[src/icache_settings.svh]
`ifndef ICACHE_SETTINGS_SVH
`define ICACHE_SETTINGS_SVH

// Fetch address and instruction
`define ICACHE_ADDR_W      32
`define ICACHE_WORD_W      32

// Block geometry
`define ICACHE_WORDS       4
`define ICACHE_BLOCK_W     (`ICACHE_WORDS * `ICACHE_WORD_W)

// Organisation
`define ICACHE_SETS        16
`define ICACHE_WAYS        2

// Address fields, tag 24 | set 4 | word 2 | byte 2
`define ICACHE_BYTE_SEL_W  2
`define ICACHE_WORD_SEL_W  2
`define ICACHE_SET_SEL_W   4
`define ICACHE_TAG_W       24

`define ICACHE_BLOCK_ADDR_W (`ICACHE_TAG_W + `ICACHE_SET_SEL_W)

`endif

[src/icache_pkg.sv]
`default_nettype none

`include "icache_settings.svh"

package icache_pkg;

    typedef logic [`ICACHE_ADDR_W-1:0]       fetch_addr_t;
    typedef logic [`ICACHE_WORD_W-1:0]       instr_t;
    typedef logic [`ICACHE_TAG_W-1:0]        tag_t;
    typedef logic [`ICACHE_SET_SEL_W-1:0]    set_idx_t;
    typedef logic [`ICACHE_WORD_SEL_W-1:0]   word_sel_t;

    // Tag and set index, as sent to L2
    typedef logic [`ICACHE_BLOCK_ADDR_W-1:0] block_addr_t;

    // Word 0 in the low bits
    typedef logic [`ICACHE_BLOCK_W-1:0]      cache_block_t;

    typedef logic                            way_t;

    typedef enum logic [1:0] {
        IDLE,
        REQUEST,
        WAIT_DATA,
        WRITE
    } refill_state_t;

endpackage

`default_nettype wire

[src/icache_lru_table.sv]
`timescale 1ns/10ps
`default_nettype none

`include "icache_settings.svh"

module icache_lru_table
    import icache_pkg::*;
(
    input  logic     CLK,
    input  logic     arst_n,
    input  logic     rd_en,
    input  set_idx_t rd_set,
    output way_t     lru_way,
    input  logic     upd_en,
    input  set_idx_t upd_set,
    input  way_t     used_way
);

    // One bit per set, naming the next victim
    logic [`ICACHE_SETS-1:0] lru_bits;

    always_ff @(posedge CLK or negedge arst_n)
    begin
        if (!arst_n)
        begin
            lru_bits <= '0;
            lru_way  <= 1'b0;
        end
        else
        begin
            if (upd_en)
            begin
                lru_bits[upd_set] <= ~used_way;
            end
            // Same-edge update to the read set wins
            if (rd_en)
            begin
                if (upd_en && (upd_set == rd_set))
                begin
                    lru_way <= ~used_way;
                end
                else
                begin
                    lru_way <= lru_bits[rd_set];
                end
            end
        end
    end

endmodule

`default_nettype wire

[config.mk]
export PLATFORM = sky130hd
export DESIGN_NAME = icache_lru_table
export DESIGN_NICKNAME = d
export VERILOG_FILES = /design/src/icache_pkg.sv /design/src/icache_lru_table.sv
export VERILOG_INCLUDE_DIRS = /design/src /design/src/src
export SDC_FILE = /design/constraint.sdc
export NUM_CORES = 1
export LEC_CHECK = 0
export ABC_AREA = 1
export BUFFER_PORTS_ARGS = -buffer_cell sky130_fd_sc_hd__buf_2
export CORE_UTILIZATION = 59
export DETAILED_ROUTE_END_ITERATION = 10
export PLACE_DENSITY = 0.84
export SYNTH_ARGS = -nofsm -noshare
export SYNTH_HDL_FRONTEND = slang
export SYNTH_SLANG_ARGS = --single-unit
[constraint.sdc]
create_clock -name CLK -period 1.35 [get_ports CLK]
set_input_delay 0.135 -clock CLK [delete_from_list [all_inputs] [get_ports CLK]]
set_output_delay 0.135 -clock CLK [all_outputs]
set_load 0.02 [all_outputs]
==> results.toml <==
[logic_synthesis]
synth-compound-area-share_pct = 14.6
ys_warn_count = 0
yosysUniqueCellTypes = 17
synthMuxAreaShare_pct = 0
synth_nets = 155
avgSynthCellArea_um2 = 7.01
syn-instance-count = 142
ys_seq_area_share_pct = 42.7
synth_xor_area_share_pct = 0.879
yosys_register_bits = 17
synth_area_leader_cell = "dfrtp_1"
synth_top_family_by_area = "simple AND/OR/NAND/NOR gates"
synth_area_leaders = "dfrtp_1, nand2_1, inv_1"
yosys.area.top_type_share_pct = 42.7
synthAdderAreaFrac_pct = 0
yosys.area_share.simple_pct = 31.9
synth_area_um2 = 996

[sta]
timing.hold.ws_ns = 0.0806
report.final.setup_viol = 0
layout_min_cycle_time_ns = 1.01
post-route-period-util_pct = 75.0
final.setup_skew_ns = 0.00621
hold_viol_final = 0
tns_ns = 0
slew_violations = 0
max_slew_margin_pct = 75.1
fin_ws_ns = 0.337
worst_pin_slew_ns = 0.373
fmax_mhz = 988
rsz0062_at_grt = "false"

[drt]
first_pass_iters = 4
avgRoutedWirePerCell_um = 12.4
dr_total_vias = 1000
wirelength_mm = 2.16
drc = 0
ant_nets = 0
first_iter_violations = 25
via_per_inst = 5.75

[place]
dp_hpwl_mm = 1.60
dp_slack_ns = 0.224
postPlaceCellArea_um2 = 1070
place.gp.congestion = 0.869
dp_cells = 169
io_buffers = 13

[pwr]
powerDensity_nw_per_um2 = 1150
p_leak_nw = 0.588
vdd_drop_max_mv = 0.831
finalPower_mw = 1.27

[global_route]
grtUsageMet2_pct = 43.3
grtUsageMet1_pct = 37.2
antenna_found_initial = 0
grt-ovfl-total = 0
grt_pass1_wl_mm = 3.80
grt_max_degree = 18
grt_util_met3_pct = 3.83
gr-usage-all-layers_pct = 27.5
grt_pass1_vias = 898
grt-busiest-layer = "met2"

[clock_network]
clkSinkCount = 17
post_cts_resize_count = 0
postCtsSetupBuffers = 0
numCtsBuffers = 3
clockBufferDepth = 2
cts_tree = "built"
clock_latency_ns = 0.30
holdBufCountCts = 1
clock-root-buffer = "clkbuf_4"
h-tree-depth = 1
clk_pin_slew_ns = 0.09

[cells_and_area]
syn_to_final_growth_pct = 11.3
drive_above_1_share_pct = 12.0
final_nets = 172
final-instance-count-excl-fill = 174
postLayoutCellArea_um2 = 1110
multi_input_area_um2 = 472
n_antenna_cell = 0
fillerInstances = 133
finish.utilization_pct = 71.9
register_area_um2 = 425

[floorplan]
start_util_pct = 64.6
core_area_um2 = 1540
dieArea_um2 = 1860
ios = 14
rows = 14
die_w_um = 43.1
die_h_um = 43.1

[critical_path]
cp_max_fo = 2
worstPathArrival_ns = 1.20
rr_worst_depth = 8
r2r_setup_slack_ns = 0.34
cp-end-kind = "flop"
r2r-end = "lru_way$_DFFE_PN0P_"
r2r_start = "lru_bits[2]$_DFFE_PN0P_"
cp_data_required_time_ns = 1.54
start_kind = "flop"
path_class = "flop to flop"

[min_path]
hold_start = "rd_en"
hold_depth = 4
hold_end = "lru_way$_DFFE_PN0P_"
hp-class = "input pin to flop"

[job]
cap_violations = 0

[outcome]
status = "finished, final reports clean"
[how the worst max path moves through the flow]
stage                                  start                  end  slack, ns
finish               lru_bits[2]$_DFFE_PN0P_  lru_way$_DFFE_PN0P_       0.34
global route        lru_bits[15]$_DFFE_PN0P_  lru_way$_DFFE_PN0P_       0.26
CTS                 lru_bits[15]$_DFFE_PN0P_  lru_way$_DFFE_PN0P_       0.35
detailed placement                upd_set[3]  lru_way$_DFFE_PN0P_       0.22
global placement                  upd_set[3]  lru_way$_DFFE_PN0P_       0.23
floorplan           lru_bits[15]$_DFFE_PN0P_  lru_way$_DFFE_PN0P_       0.44
[cells in the mapped netlist (all sizes together)]
library cell	count
clkbuf	2
nand3b	1
xor2	1
nand4	1
o21ai	11
buf	1
a31oi	8
nand2	38
nor2	14
inv	22
nand3	14
dfrtp	17
nor3	4
a21oi	8
[worst max-delay path, cell delays in order (launching register included)]
cell and delay, ns:
dfrtp_1 0.40, nor2_1 0.11, nor2_1 0.05, nand2_1 0.05
nand3_1 0.06, nand3b_1 0.08, nand3_1 0.07, nand2_1 0.06
nand2_1 0.04
[flip-flops by register name, indices dropped and copies added, names as in the netlist]
register  flops
lru_bits     16
lru_way       1
[power breakdown]
| part | leakage (nW) | internal, mW | total, mW | switching (mW) |
|---|---|---|---|---|
| Clock | 0.0150 | 0.115 | 0.271 | 0.156 |
| Sequential | 0.203 | 0.622 | 0.682 | 0.0599 |
| Combinational | 0.370 | 0.125 | 0.320 | 0.195 |
[cells in the final DEF, fill, tap and decap left out, types with 3 or more instances in the layout]
cell,n
a21oi_1,8
a31oi_1,8
o21ai_0,11
nor2_1,13
inv_1,22
nand3_1,14
clkbuf_4,3
nor3_1,3
nand2_1,38
dfrtp_1,17
buf_2,13
[layer usage]
| layer | vias to the layer above | part of all wire [%] |
|---|---|---|
| met5 | - | 0 |
| met4 | 0 | 2.5 |
| met3 | 7 | 6.4 |
| met2 | 38 | 45 |
| met1 | 464 | 46 |
| li1 | 491 | - |
[final cells by class]
class                           instances  share of cell area, %
Multi-Input combinational cell        100                   42.6
Clock buffer                            4                   2.37
Tap cell                               16                   1.81
Timing Repair Buffer                   15                   7.45
Sequential cell                        17                   38.4
Inverter                               22                   7.45
[logic make-up (layout without fill, tap and decap cells)]
logic type | count (synthesis) | in the layout
buffers and inverters | 25 | 41
AND/OR/NAND/NOR | 72 | 72
AO/OA/AOI/OAI | 27 | 27
flip-flops | 17 | 17
XOR/XNOR | 1 | 1
(Power assumes the default switching activity.)
