<file path="src/icache_settings.svh">
`ifndef ICACHE_SETTINGS_SVH
`define ICACHE_SETTINGS_SVH

// Fetch address and instruction
`define ICACHE_ADDR_W      32
`define ICACHE_WORD_W      32

// Block geometry
`define ICACHE_WORDS       4
`define ICACHE_BLOCK_W     (`ICACHE_WORDS * `ICACHE_WORD_W)

// Organisation
`define ICACHE_SETS        16
`define ICACHE_WAYS        2

// Address fields, tag 24 | set 4 | word 2 | byte 2
`define ICACHE_BYTE_SEL_W  2
`define ICACHE_WORD_SEL_W  2
`define ICACHE_SET_SEL_W   4
`define ICACHE_TAG_W       24

`define ICACHE_BLOCK_ADDR_W (`ICACHE_TAG_W + `ICACHE_SET_SEL_W)

`endif

</file>
<file path="src/icache_pkg.sv">
`default_nettype none

`include "icache_settings.svh"

package icache_pkg;

    typedef logic [`ICACHE_ADDR_W-1:0]       fetch_addr_t;
    typedef logic [`ICACHE_WORD_W-1:0]       instr_t;
    typedef logic [`ICACHE_TAG_W-1:0]        tag_t;
    typedef logic [`ICACHE_SET_SEL_W-1:0]    set_idx_t;
    typedef logic [`ICACHE_WORD_SEL_W-1:0]   word_sel_t;

    // Tag and set index, as sent to L2
    typedef logic [`ICACHE_BLOCK_ADDR_W-1:0] block_addr_t;

    // Word 0 in the low bits
    typedef logic [`ICACHE_BLOCK_W-1:0]      cache_block_t;

    typedef logic                            way_t;

    typedef enum logic [1:0] {
        IDLE,
        REQUEST,
        WAIT_DATA,
        WRITE
    } refill_state_t;

endpackage

`default_nettype wire

</file>
<file path="src/icache_way_store.sv">
`timescale 1ns/10ps
`default_nettype none

`include "icache_settings.svh"

module icache_way_store
    import icache_pkg::*;
(
    input  logic         CLK,
    input  logic         arst_n,
    input  logic         rd_en,
    input  set_idx_t     rd_set,
    input  tag_t         lookup_tag,
    output logic         hit,
    output tag_t         rd_tag,
    output cache_block_t rd_block,
    input  logic         wr_en,
    input  set_idx_t     wr_set,
    input  tag_t         wr_tag,
    input  cache_block_t wr_block
);

    tag_t                    tag_mem  [`ICACHE_SETS];
    cache_block_t            data_mem [`ICACHE_SETS];
    logic [`ICACHE_SETS-1:0] valid_bits;
    logic                    rd_valid;

    ////////////////////
    // Tag and data arrays
    ////////////////////

    always_ff @(posedge CLK)
    begin
        if (wr_en)
        begin
            tag_mem[wr_set]  <= wr_tag;
            data_mem[wr_set] <= wr_block;
        end
        if (rd_en)
        begin
            rd_tag   <= tag_mem[rd_set];
            rd_block <= data_mem[rd_set];
        end
    end

    ////////////////////
    // Valid bits
    ////////////////////

    always_ff @(posedge CLK or negedge arst_n)
    begin
        if (!arst_n)
        begin
            valid_bits <= '0;
            rd_valid   <= 1'b0;
        end
        else
        begin
            if (wr_en)
            begin
                valid_bits[wr_set] <= 1'b1;
            end
            if (rd_en)
            begin
                rd_valid <= valid_bits[rd_set];
            end
        end
    end

    // Compare against the IF2 tag
    assign hit = rd_valid && (rd_tag == lookup_tag);

endmodule

`default_nettype wire

</file>
<file path="config.mk">
export PLATFORM = sky130hd
export DESIGN_NAME = icache_way_store
export DESIGN_NICKNAME = d
export VERILOG_FILES = /design/src/icache_pkg.sv /design/src/icache_way_store.sv
export VERILOG_INCLUDE_DIRS = /design/src /design/src/src
export SDC_FILE = /design/constraint.sdc
export NUM_CORES = 2
export LEC_CHECK = 0
export BUFFER_PORTS_ARGS = -buffer_cell sky130_fd_sc_hd__clkbuf_2
export CORE_UTILIZATION = 35
export DETAILED_ROUTE_END_ITERATION = 12
export GPL_TIMING_DRIVEN = 0
export PLACE_DENSITY = 0.56
export SLEW_MARGIN = 20
export SYNTH_ARGS = -nofsm -noshare
export SYNTH_HDL_FRONTEND = slang
export SYNTH_SLANG_ARGS = --single-unit
</file>
<file path="constraint.sdc">
create_clock -name CLK -period 3.4 [get_ports CLK]
set_input_delay 0.68 -clock CLK [delete_from_list [all_inputs] [get_ports CLK]]
set_output_delay 0.68 -clock CLK [all_outputs]
set_load 0.02 [all_outputs]
</file>
==> results.ini <==
[setup_path]
crit_path_end = hit
crit_fanout = 2
slowest_delay_ps = 350
crit_arrival_ps = 2600
crit_required_ps = 2720
reg2reg_to = rd_block[19]
regToRegSetupSlack_ps = 1550
setup.worst_path.end_class = output port
worst-setup-path-type = reg2out
ff2ff_path_depth = 4
critPathSlowestCell = edfxtp_1
crit_start = rd_tag[4]
cp_cell_sequence = buf_4 -> xor2_1 -> nor4_4 -> nand3_4 -> nor4_2 -> clkbuf_2
r2r-start = data_mem[3][19]
start_kind = flop

[drt]
via_count = 45100
first_iter_violations = 4751
antenna_left = 0
wl_per_cell_um = 30.4
drc_errors = 0
wl_mm = 262
viasPerCell = 5.25
drt_first_pass_iters = 7

[sta]
layout_setup_ws_ps = 123
drv_slew = 0
fin_setup_tns_ps = 0
tightest_slew_ps = 1140
max_freq_mhz = 305
setup_viol = 0
rsz0062_at_grt = false
fin_crit_sh_pct = 96.4
layout_min_cycle_time_ps = 3280
hold_viol = 0
whs_ps = 240
clock_skew_ps = 42.9
max-slew-margin-rel_pct = 23.8

[floorplan]
die_h_um = 529
ios = 341
start_util_pct = 35.2
row_count = 193
die_area_um2 = 280000
dieWidth_um = 529
core_um2 = 276000

[power]
p_total_mw = 70.2
cellLeakagePower_nw = 37.2
irDropWorstVdd_uv = 659
power_per_cell_area_nw_per_um2 = 600

[synth]
ys_seq_elements = 2601
yosys.area.top_type = edfxtp_1
avgSynthCellArea_um2 = 25.4
synth_area_um2 = 97200
ys_warn_count = 0
synth.yosys.seq_area_share_pct = 80.3
synth_nets = 4009
synth-simple-area-share_pct = 0.676
synth_xor_xnor_area_share_pct = 0.216
synth_cells = 3821
synth_compound_area_share_pct = 0.811
synth_top_family_by_area = multiplexers
synth_mux_area_share_pct = 16.9
synthAdderAreaFrac_pct = 0
ys_types = 25
synth_area_leaders = edfxtp_1 (80%), mux4_2 (16%), mux2i_1 (0.68%)
synth_top_cell_area_share_pct = 79.9

[layout]
final_common_cell = edfxtp_1
fill_cells = 23700
instances_no_fill = 8601
design_area_um2 = 117000
final_cell_mix = edfxtp_1 (2584), mux4_2 (701), clkbuf_2 (348), clkbuf_16 (294), clkbuf_1 (119)
seqCellArea_um2 = 78000
area_growth_syn_to_layout_pct = 20.5
nNetsFinal = 4850
multi_input_area_um2 = 18400
post-route-util_pct = 42.4
drive_above_1_share_pct = 36.9

[place]
dp_slack_ps = -1350
routabilityCongestion = 0.696
io_buffers = 337
placed_cells = 8074
place_hpwl_mm = 171
place_area_um2 = 108000

[clock_tree]
numCtsBuffers = 288
cts.sinks = 2601
clkLatencyLatePin_ps = 850
cts_buffer_depth = 4
clk_pin_slew_ps = 60
cts_tree = yes
h-tree-depth = 5
root_buffer = clkbuf_16

[global_routing]
grt_util_met3_pct = 4.49
globalRouteMet2Util_pct = 30.4
grt_max_degree = 59
grt_use_total_pct = 18.6
overflow = 0
grt_pass1_vias = 46400
busiest_layer = met2
met1_usage_pct = 25.0
antenna_found_initial = 70
grt_first_pass_wirelength_mm = 363

[hold_path]
worst_hold_path_type = in2reg

[status]
status = finished clean

[job]
drv_cap = 0

cell usage after synthesis:
cell,count
a21oi_1,63
nand2_1,1
or3b_2,1
buf_4,44
nand2b_1,2
mux4_2,701
nand4_1,2
xor2_1,15
nor2b_1,63
clkbuf_1,85
mux2_2,1
buf_1,10
nand3_1,3
or2_2,16
mux2i_1,66
nand3b_1,2
edfxtp_1,2584
buf_2,39
xnor2_1,9
buf_6,13
a211oi_1,63
nor4_1,4
dfrtp_1,17
nor2_1,12
nor3_1,5
worst min path at each step:
stage                         from               to  slack (ps)  cells past startpoint
global route          wr_block[45]  data_mem[2][45]         210                      1
floorplan                   arst_n         rd_valid         380                      0
global placement    valid_bits[12]   valid_bits[12]         440                      1
CTS                    wr_block[0]  data_mem[15][0]         170                      1
detailed placement  valid_bits[12]   valid_bits[12]         450                      1
finish                 wr_block[0]  data_mem[15][0]         240                      1
worst max-delay path: cells and delay by family, from the launching register on:
| kind | cells | cell delay (ps) |
|---|---|---|
| simple gates | 3 | 800 |
| buf+inv | 2 | 400 |
| flops | 1 | 350 |
| xor+xnor | 1 | 170 |
power by group:
part / total [mW] / internal [mW] / leakage (nW) / switching [mW]
combinational: 3.93 / 1.59 / 9.23 / 2.33
sequential: 36.4 / 36.1 / 23.6 / 0.268
clock: 29.9 / 17.4 / 4.38 / 12.5
total: 70.2 / 55.1 / 37.2 / 15.1
cells by family after synthesis:
| family | Yosys count |
|---|---|
| xor gates and xnor gates | 24 |
| and+or+nand+nor | 111 |
| AOI/OAI and AO/OA | 126 |
| DFF | 2601 |
| muxes | 768 |
| buffers and inverters | 191 |
repair_timing:
item                                    4_1_cts  5_1_grt
hold buffers                                  1        0
endpoints found under the setup margin        7        1
endpoints found under the hold margin        17        0
pin swaps                                     3        0
resized for setup                            17        1
setup buffers                                 2        0
registers in the layout, summed over array words and instances (netlist names):
register and cells:
data_mem 2048, rd_valid 1, valid_bits 16, tag_mem 384, rd_tag 24, rd_block 128
area by class of cell:
type / instances / share of cell area, %
Antenna cell: 17 / 0.0363
Buffer: 191 / 0.893
Clock buffer: 343 / 6.47
Clock inverter: 164 / 1.17
Multi-Input combinational cell: 1029 / 15.7
Sequential cell: 2601 / 66.6
Tap cell: 3705 / 3.96
Timing Repair Buffer: 551 / 5.15
per-layer routing:
metal	share of wire [%]	vias to the layer above
met5	0.14	-
met3	7.6	409
li1	-	18400
met2	49	1566
met1	41	24700
met4	2.3	60
Power figures use the tool's default switching activity.
