--- src/icache_settings.svh ---
`ifndef ICACHE_SETTINGS_SVH
`define ICACHE_SETTINGS_SVH

// Fetch address and instruction
`define ICACHE_ADDR_W      32
`define ICACHE_WORD_W      32

// Block geometry
`define ICACHE_WORDS       4
`define ICACHE_BLOCK_W     (`ICACHE_WORDS * `ICACHE_WORD_W)

// Organisation
`define ICACHE_SETS        16
`define ICACHE_WAYS        2

// Address fields, tag 24 | set 4 | word 2 | byte 2
`define ICACHE_BYTE_SEL_W  2
`define ICACHE_WORD_SEL_W  2
`define ICACHE_SET_SEL_W   4
`define ICACHE_TAG_W       24

`define ICACHE_BLOCK_ADDR_W (`ICACHE_TAG_W + `ICACHE_SET_SEL_W)

`endif

--- src/icache_pkg.sv ---
`default_nettype none

`include "icache_settings.svh"

package icache_pkg;

    typedef logic [`ICACHE_ADDR_W-1:0]       fetch_addr_t;
    typedef logic [`ICACHE_WORD_W-1:0]       instr_t;
    typedef logic [`ICACHE_TAG_W-1:0]        tag_t;
    typedef logic [`ICACHE_SET_SEL_W-1:0]    set_idx_t;
    typedef logic [`ICACHE_WORD_SEL_W-1:0]   word_sel_t;

    // Tag and set index, as sent to L2
    typedef logic [`ICACHE_BLOCK_ADDR_W-1:0] block_addr_t;

    // Word 0 in the low bits
    typedef logic [`ICACHE_BLOCK_W-1:0]      cache_block_t;

    typedef logic                            way_t;

    typedef enum logic [1:0] {
        IDLE,
        REQUEST,
        WAIT_DATA,
        WRITE
    } refill_state_t;

endpackage

`default_nettype wire

--- src/icache_refill_if.sv ---
`timescale 1ns/10ps
`default_nettype none

interface icache_refill_if
    import icache_pkg::*;
();

    // Miss request from IF3
    logic         miss;
    block_addr_t  miss_block_addr;
    way_t         victim_way;

    // Block write back into the ways
    logic         refill_write;
    cache_block_t refill_block;
    way_t         refill_way;

    modport lookup (
        output miss,
        output miss_block_addr,
        output victim_way,
        input  refill_write,
        input  refill_block,
        input  refill_way
    );

    modport ctrl (
        input  miss,
        input  miss_block_addr,
        input  victim_way,
        output refill_write,
        output refill_block,
        output refill_way
    );

endinterface

`default_nettype wire

--- src/icache_refill_ctrl.sv ---
`timescale 1ns/10ps
`default_nettype none

module icache_refill_ctrl
    import icache_pkg::*;
(
    input  logic          CLK,
    input  logic          arst_n,
    icache_refill_if.ctrl refill,
    output logic          idle,
    output logic          l2_addr_valid,
    input  logic          l2_addr_ready,
    output block_addr_t   l2_addr,
    output logic          l2_data_ready,
    input  logic          l2_data_valid,
    input  cache_block_t  l2_data
);

    refill_state_t state;
    refill_state_t state_next;
    block_addr_t   block_addr_q;
    way_t          way_q;
    cache_block_t  block_q;

    ////////////////////
    // Refill FSM
    ////////////////////

    always_comb
    begin
        state_next = state;
        case (state)
            IDLE:
            begin
                if (refill.miss)
                begin
                    state_next = REQUEST;
                end
            end
            REQUEST:
            begin
                if (l2_addr_ready)
                begin
                    state_next = WAIT_DATA;
                end
            end
            WAIT_DATA:
            begin
                if (l2_data_valid)
                begin
                    state_next = WRITE;
                end
            end
            WRITE:
            begin
                state_next = IDLE;
            end
            default:
            begin
                state_next = IDLE;
            end
        endcase
    end

    always_ff @(posedge CLK or negedge arst_n)
    begin
        if (!arst_n)
        begin
            state <= IDLE;
        end
        else
        begin
            state <= state_next;
        end
    end

    // Miss address, victim and returned block
    always_ff @(posedge CLK)
    begin
        if ((state == IDLE) && refill.miss)
        begin
            block_addr_q <= refill.miss_block_addr;
            way_q        <= refill.victim_way;
        end
        if ((state == WAIT_DATA) && l2_data_valid)
        begin
            block_q <= l2_data;
        end
    end

    ////////////////////
    // Outputs
    ////////////////////

    assign idle          = (state == IDLE);
    assign l2_addr_valid = (state == REQUEST);
    assign l2_addr       = block_addr_q;
    assign l2_data_ready = (state == WAIT_DATA);

    assign refill.refill_write = (state == WRITE);
    assign refill.refill_block = block_q;
    assign refill.refill_way   = way_q;

endmodule

`default_nettype wire

--- src/flat_wrapper.sv ---
// flat-port wrapper written by rule: the top's interface ports become plain ports
module icache_refill_ctrl_flat import icache_pkg::*;
  (CLK, arst_n, idle, l2_addr_valid, l2_addr_ready, l2_addr, l2_data_ready, l2_data_valid, l2_data, refill_miss, refill_miss_block_addr, refill_victim_way, refill_refill_write, refill_refill_block, refill_refill_way);
  icache_refill_if refill_i ();
  input  logic CLK;
  input  logic arst_n;
  output logic idle;
  output logic l2_addr_valid;
  input  logic l2_addr_ready;
  output block_addr_t l2_addr;
  output logic l2_data_ready;
  input  logic l2_data_valid;
  input  cache_block_t l2_data;
  input wire logic [$bits(refill_i.miss)-1:0] refill_miss;
  input wire logic [$bits(refill_i.miss_block_addr)-1:0] refill_miss_block_addr;
  input wire logic [$bits(refill_i.victim_way)-1:0] refill_victim_way;
  output wire logic [$bits(refill_i.refill_write)-1:0] refill_refill_write;
  output wire logic [$bits(refill_i.refill_block)-1:0] refill_refill_block;
  output wire logic [$bits(refill_i.refill_way)-1:0] refill_refill_way;
  assign refill_i.miss = refill_miss;
  assign refill_i.miss_block_addr = refill_miss_block_addr;
  assign refill_i.victim_way = refill_victim_way;
  assign refill_refill_write = refill_i.refill_write;
  assign refill_refill_block = refill_i.refill_block;
  assign refill_refill_way = refill_i.refill_way;
  icache_refill_ctrl u_core (.CLK(CLK), .arst_n(arst_n), .refill(refill_i), .idle(idle), .l2_addr_valid(l2_addr_valid), .l2_addr_ready(l2_addr_ready), .l2_addr(l2_addr), .l2_data_ready(l2_data_ready), .l2_data_valid(l2_data_valid), .l2_data(l2_data));
endmodule
--- config.mk ---
export PLATFORM = sky130hd
export DESIGN_NAME = icache_refill_ctrl_flat
export DESIGN_NICKNAME = d
export VERILOG_FILES = /design/src/icache_pkg.sv /design/src/icache_refill_if.sv /design/src/icache_refill_ctrl.sv /design/src/flat_wrapper.sv
export VERILOG_INCLUDE_DIRS = /design/src /design/src/src
export SDC_FILE = /design/constraint.sdc
export NUM_CORES = 1
export LEC_CHECK = 0
export BUFFER_PORTS_ARGS = -buffer_cell sky130_fd_sc_hd__buf_4
export CAP_MARGIN = 20
export CORE_AREA = 4 4 123 125
export DETAILED_ROUTE_END_ITERATION = 8
export DIE_AREA = 0 0 127 129
export PLACE_DENSITY = 0.68
export SYNTH_ARGS = -nofsm -noshare
export SYNTH_HDL_FRONTEND = slang
export SYNTH_SLANG_ARGS = --single-unit
--- constraint.sdc ---
create_clock -name CLK -period 5.3 [get_ports CLK]
set_input_delay 0.795 -clock CLK [delete_from_list [all_inputs] [get_ports CLK]]
set_output_delay 0.795 -clock CLK [all_outputs]
set_load 0.02 [all_outputs]
==> key figures <==
Setup path
  • Worst Path Arrival: 1.35 ns
  • Critical path capture point: l2_data_ready
  • Worst path depth: 3
  • Top fanout value on the critical path: 4
  • CP startpoint: u_core.state[0]$_DFFE_PN0P_
  • Path depth of the worst reg2reg path: 4
  • Worst Setup Path Type: reg2out
  • CP max stage cell: dfrtp_1
  • Reg-to-reg endpoint: u_core.refill.refill_block[1]$_DFFE_PP_
  • Crit path capture type: primary output
  • Worst EP required: ~4.5 ns
  • Setup crit start kind: flop
  • Flop2flop setup slack: around 3.2 ns
  • R2R Path Start: u_core.state[0]$_DFFE_PN0P_
  • Worst path cell trace: inv_1 -> ha_1 -> buf_4
  • Family with the most delay on the worst path: flip-flops
  • CP Buf/Inv Count: 2
  • Max stage delay on crit path: roughly 0.4 ns

Layout
  • Area added between synthesis and finish: 67.25%
  • Fillers: around 1100
  • Reg area: between 4000 and 5000 um^2
  • Multi-input gate area in the final layout: 112.6 um^2
  • Final instance area: 8184 um^2
  • Share of cells above drive strength 1: 66.17%
  • Nets: around 700
  • Antenna Cells: 0
  • Util after Layout: 58.96%

Die
  • Initial Util: 35.25%
  • Std cell rows: 43
  • Die Ht: approximately 130 um
  • Core ar.: 13880 um^2
  • Die width: around 130 um
  • DIE AREA: between 15000 and 20000 um^2
  • Io pins: about 320

CTS
  • Clock slew at reported path FFs: ~0.060 ns
  • Post-cts resize count: 0
  • Worst-Skew Late Latency: between 0.4 and 0.5 ns
  • CTS root buffer: clkbuf_16
  • Cts bufs inserted: 17
  • Post-CTS Hold Buffers: 0
  • Max Buffers Root-to-Sink: 2
  • Num Clock Sinks: between 150 and 200
  • Max H-tree Level: 4
  • Post-CTS Setup Bufs: 0
  • CTS tree: built

Synthesis
  • Seq/Total Area, Yosys: a little over nine tenths
  • Cells after Synth: 175
  • Post-synthesis cell type count: 9
  • Area leader, netlist: edfxtp_1
  • Syn. warnings: 0
  • Top-area cell type share of the netlist area: between 90% and 100%
  • #FFs+latches synth: around 160
  • Top cells by area, synth: edfxtp_1 (96%), ha_1 (1.3%), dfrtp_1 (1.0%), inv_1 (0.38%), and2_1 (0.26%)
  • Avg Synthesized Cell Area: around 28 um^2
  • Synthesized area: between 4000 and 5000 um^2
  • Syn nets: between 300 and 400

Pwr
  • Sw frac: 26.77%
  • Combinational share of power: 22.8%
  • Clock network fraction of design power: 32.2%
  • Leak: 3.417 nW
  • Maximum vdd ir drop: 0.0002812 V
  • Final Power: around 0.0038 W
  • Reg power frac: approximately 45%
  • Pwr/cell area: approximately 470 nW/um^2
  • Switching pwr: 0.001023 W
  • P_int: approximately 0.0028 W

Timing
  • Final worst setup slack: between 3 and 4 ns
  • Fin crit period: approximately 2.1 ns
  • Final setup viols: 0
  • Final setup TNS: 0 ns
  • RSZ-0062 raised after global routing: false
  • Final period util: between 40% and 50%
  • Max frequency: about 470 MHz
  • Slew @ Worst Pin: 0.7560 ns
  • Worst slew margin: 49.60%
  • Max Slew Vio Count: 0
  • Skew final: about 0.0092 ns
  • Final hold viol count: 0

Route
  • DR WL/cell: between 15 and 20 um
  • Initial DRC count: about 110
  • Via density: approximately 4.2
  • Vias: about 3000
  • Final wirelength: ~13000 um
  • Antenna-violating nets left: 0
  • Detailed-route DRC error count: 0
  • DR pass1 iterations: 5

Global route
  • Total global routing overflow: 0
  • First-pass GRT wire length: 18130 um
  • Initial antenna violation count: 0
  • Largest net degree at the start of global routing: between 60 and 70
  • Total track usage: between 10% and 20%
  • Vias in the first global route: around 3200

Run
  • Max_cap viols: 0

Placement
  • DP Area: 7581 um^2
  • DP Worst Slack: between 3 and 4 ns
  • Placer Congestion: 0.7650
  • Port buffer count: 322
  • Detailed placement HPWL: just over 10000 um

Status
  • Outcome: completed

Hold path
  • Min-Delay Path Class: in2async
[Yosys cell counts]
library cell	n
edfxtp_1	157
ha_1	5
inv_1	5
and2_1	2
dfrtp_1	2
a222oi_1	1
mux2_1	1
mux2i_1	1
nor2_1	1
[flip-flops by register name, summed over array words and instances, names as in the netlist]
name                        cells
u_core.refill.refill_block    128
u_core.l2_addr                 28
u_core.state                    2
u_core.refill.refill_way        1
[cells by family after synthesis]
family                   count (synthesis)  synth area share, %
buffers and inverters                    5               0.3836
AND/OR/NAND/NOR                          3               0.3323
AO/OA/AOI/OAI                            1               0.2046
multiplexers                             2               0.4347
adder cells (fa/ha/maj)                  5                1.278
flip-flops                             159                97.37
[power groups by stage]
| stage | Combinational (W) | Clock [W] | Sequential (W) |
|---|---|---|---|
| after floorplan | 0.000163 | 0 | 0.00201 |
| after CTS | 0.000886 | 0.00126 | 0.00172 |
| after detailed placement | 0.000885 | 0 | 0.00175 |
| after global placement | 0.000854 | 0 | 0.00174 |
| after global routing | 0.000917 | 0.00133 | 0.00174 |
| final | 0.000870 | 0.00123 | 0.00172 |
[worst min-delay path by stage]
stage,from,end,slack [ns]
final,arst_n,u_core.state[1]$_DFFE_PN0P_,0.15
after global routing,arst_n,u_core.state[0]$_DFFE_PN0P_,0.12
after CTS,arst_n,u_core.state[1]$_DFFE_PN0P_,0.13
after detailed placement,u_core.state[1]$_DFFE_PN0P_,u_core.state[1]$_DFFE_PN0P_,0.55
after global placement,u_core.state[1]$_DFFE_PN0P_,u_core.state[1]$_DFFE_PN0P_,0.53
after floorplan,arst_n,u_core.state[0]$_DFFE_PN0P_,0.50
[cells in the final DEF (no fill, tap or decap), drive strengths merged]
cell type | synthesis | routed
nor2 | 1 | 1
mux2 | 1 | 1
clkbuf | 0 | 21
a222oi | 1 | 1
bufinv | 0 | 4
dfrtp | 2 | 2
clkinvlp | 0 | 1
mux2i | 1 | 1
clkinv | 0 | 5
ha | 5 | 5
buf | 0 | 325
and2 | 2 | 2
inv | 5 | 6
edfxtp | 157 | 157
[per-layer routing]
layer / track usage, % / wire (um) / up-vias / share of wire (%)
li1: - / - / 1385 / -
met1: 14.90 / 4155 / 1396 / 32
met2: 26.06 / 6802 / 205 / 53
met3: 8.012 / 1670 / 23 / 13
met4: 7.256 / 275 / 0 / 2.1
met5: 0 / 0 / - / 0
[through the flow]
stage | hold WS, ns | instances
after floorplan | 0.4994 | 175
after CTS | 0.1299 | 712
final | 0.1542 | 712
after global placement | 0.5290 | 679
after global routing | 0.1242 | 712
after detailed placement | 0.5480 | 680
[cell type report]
cell class,instances,area share (%)
Sequential cell,159,58.22
Timing Repair Buffer,325,30.06
Clock buffer,21,5.381
Clock inverter,11,1.987
Tap cell,180,2.752
Inverter,5,0.2293
Multi-Input combinational cell,11,1.376
Power figures use the tool's default switching activity.
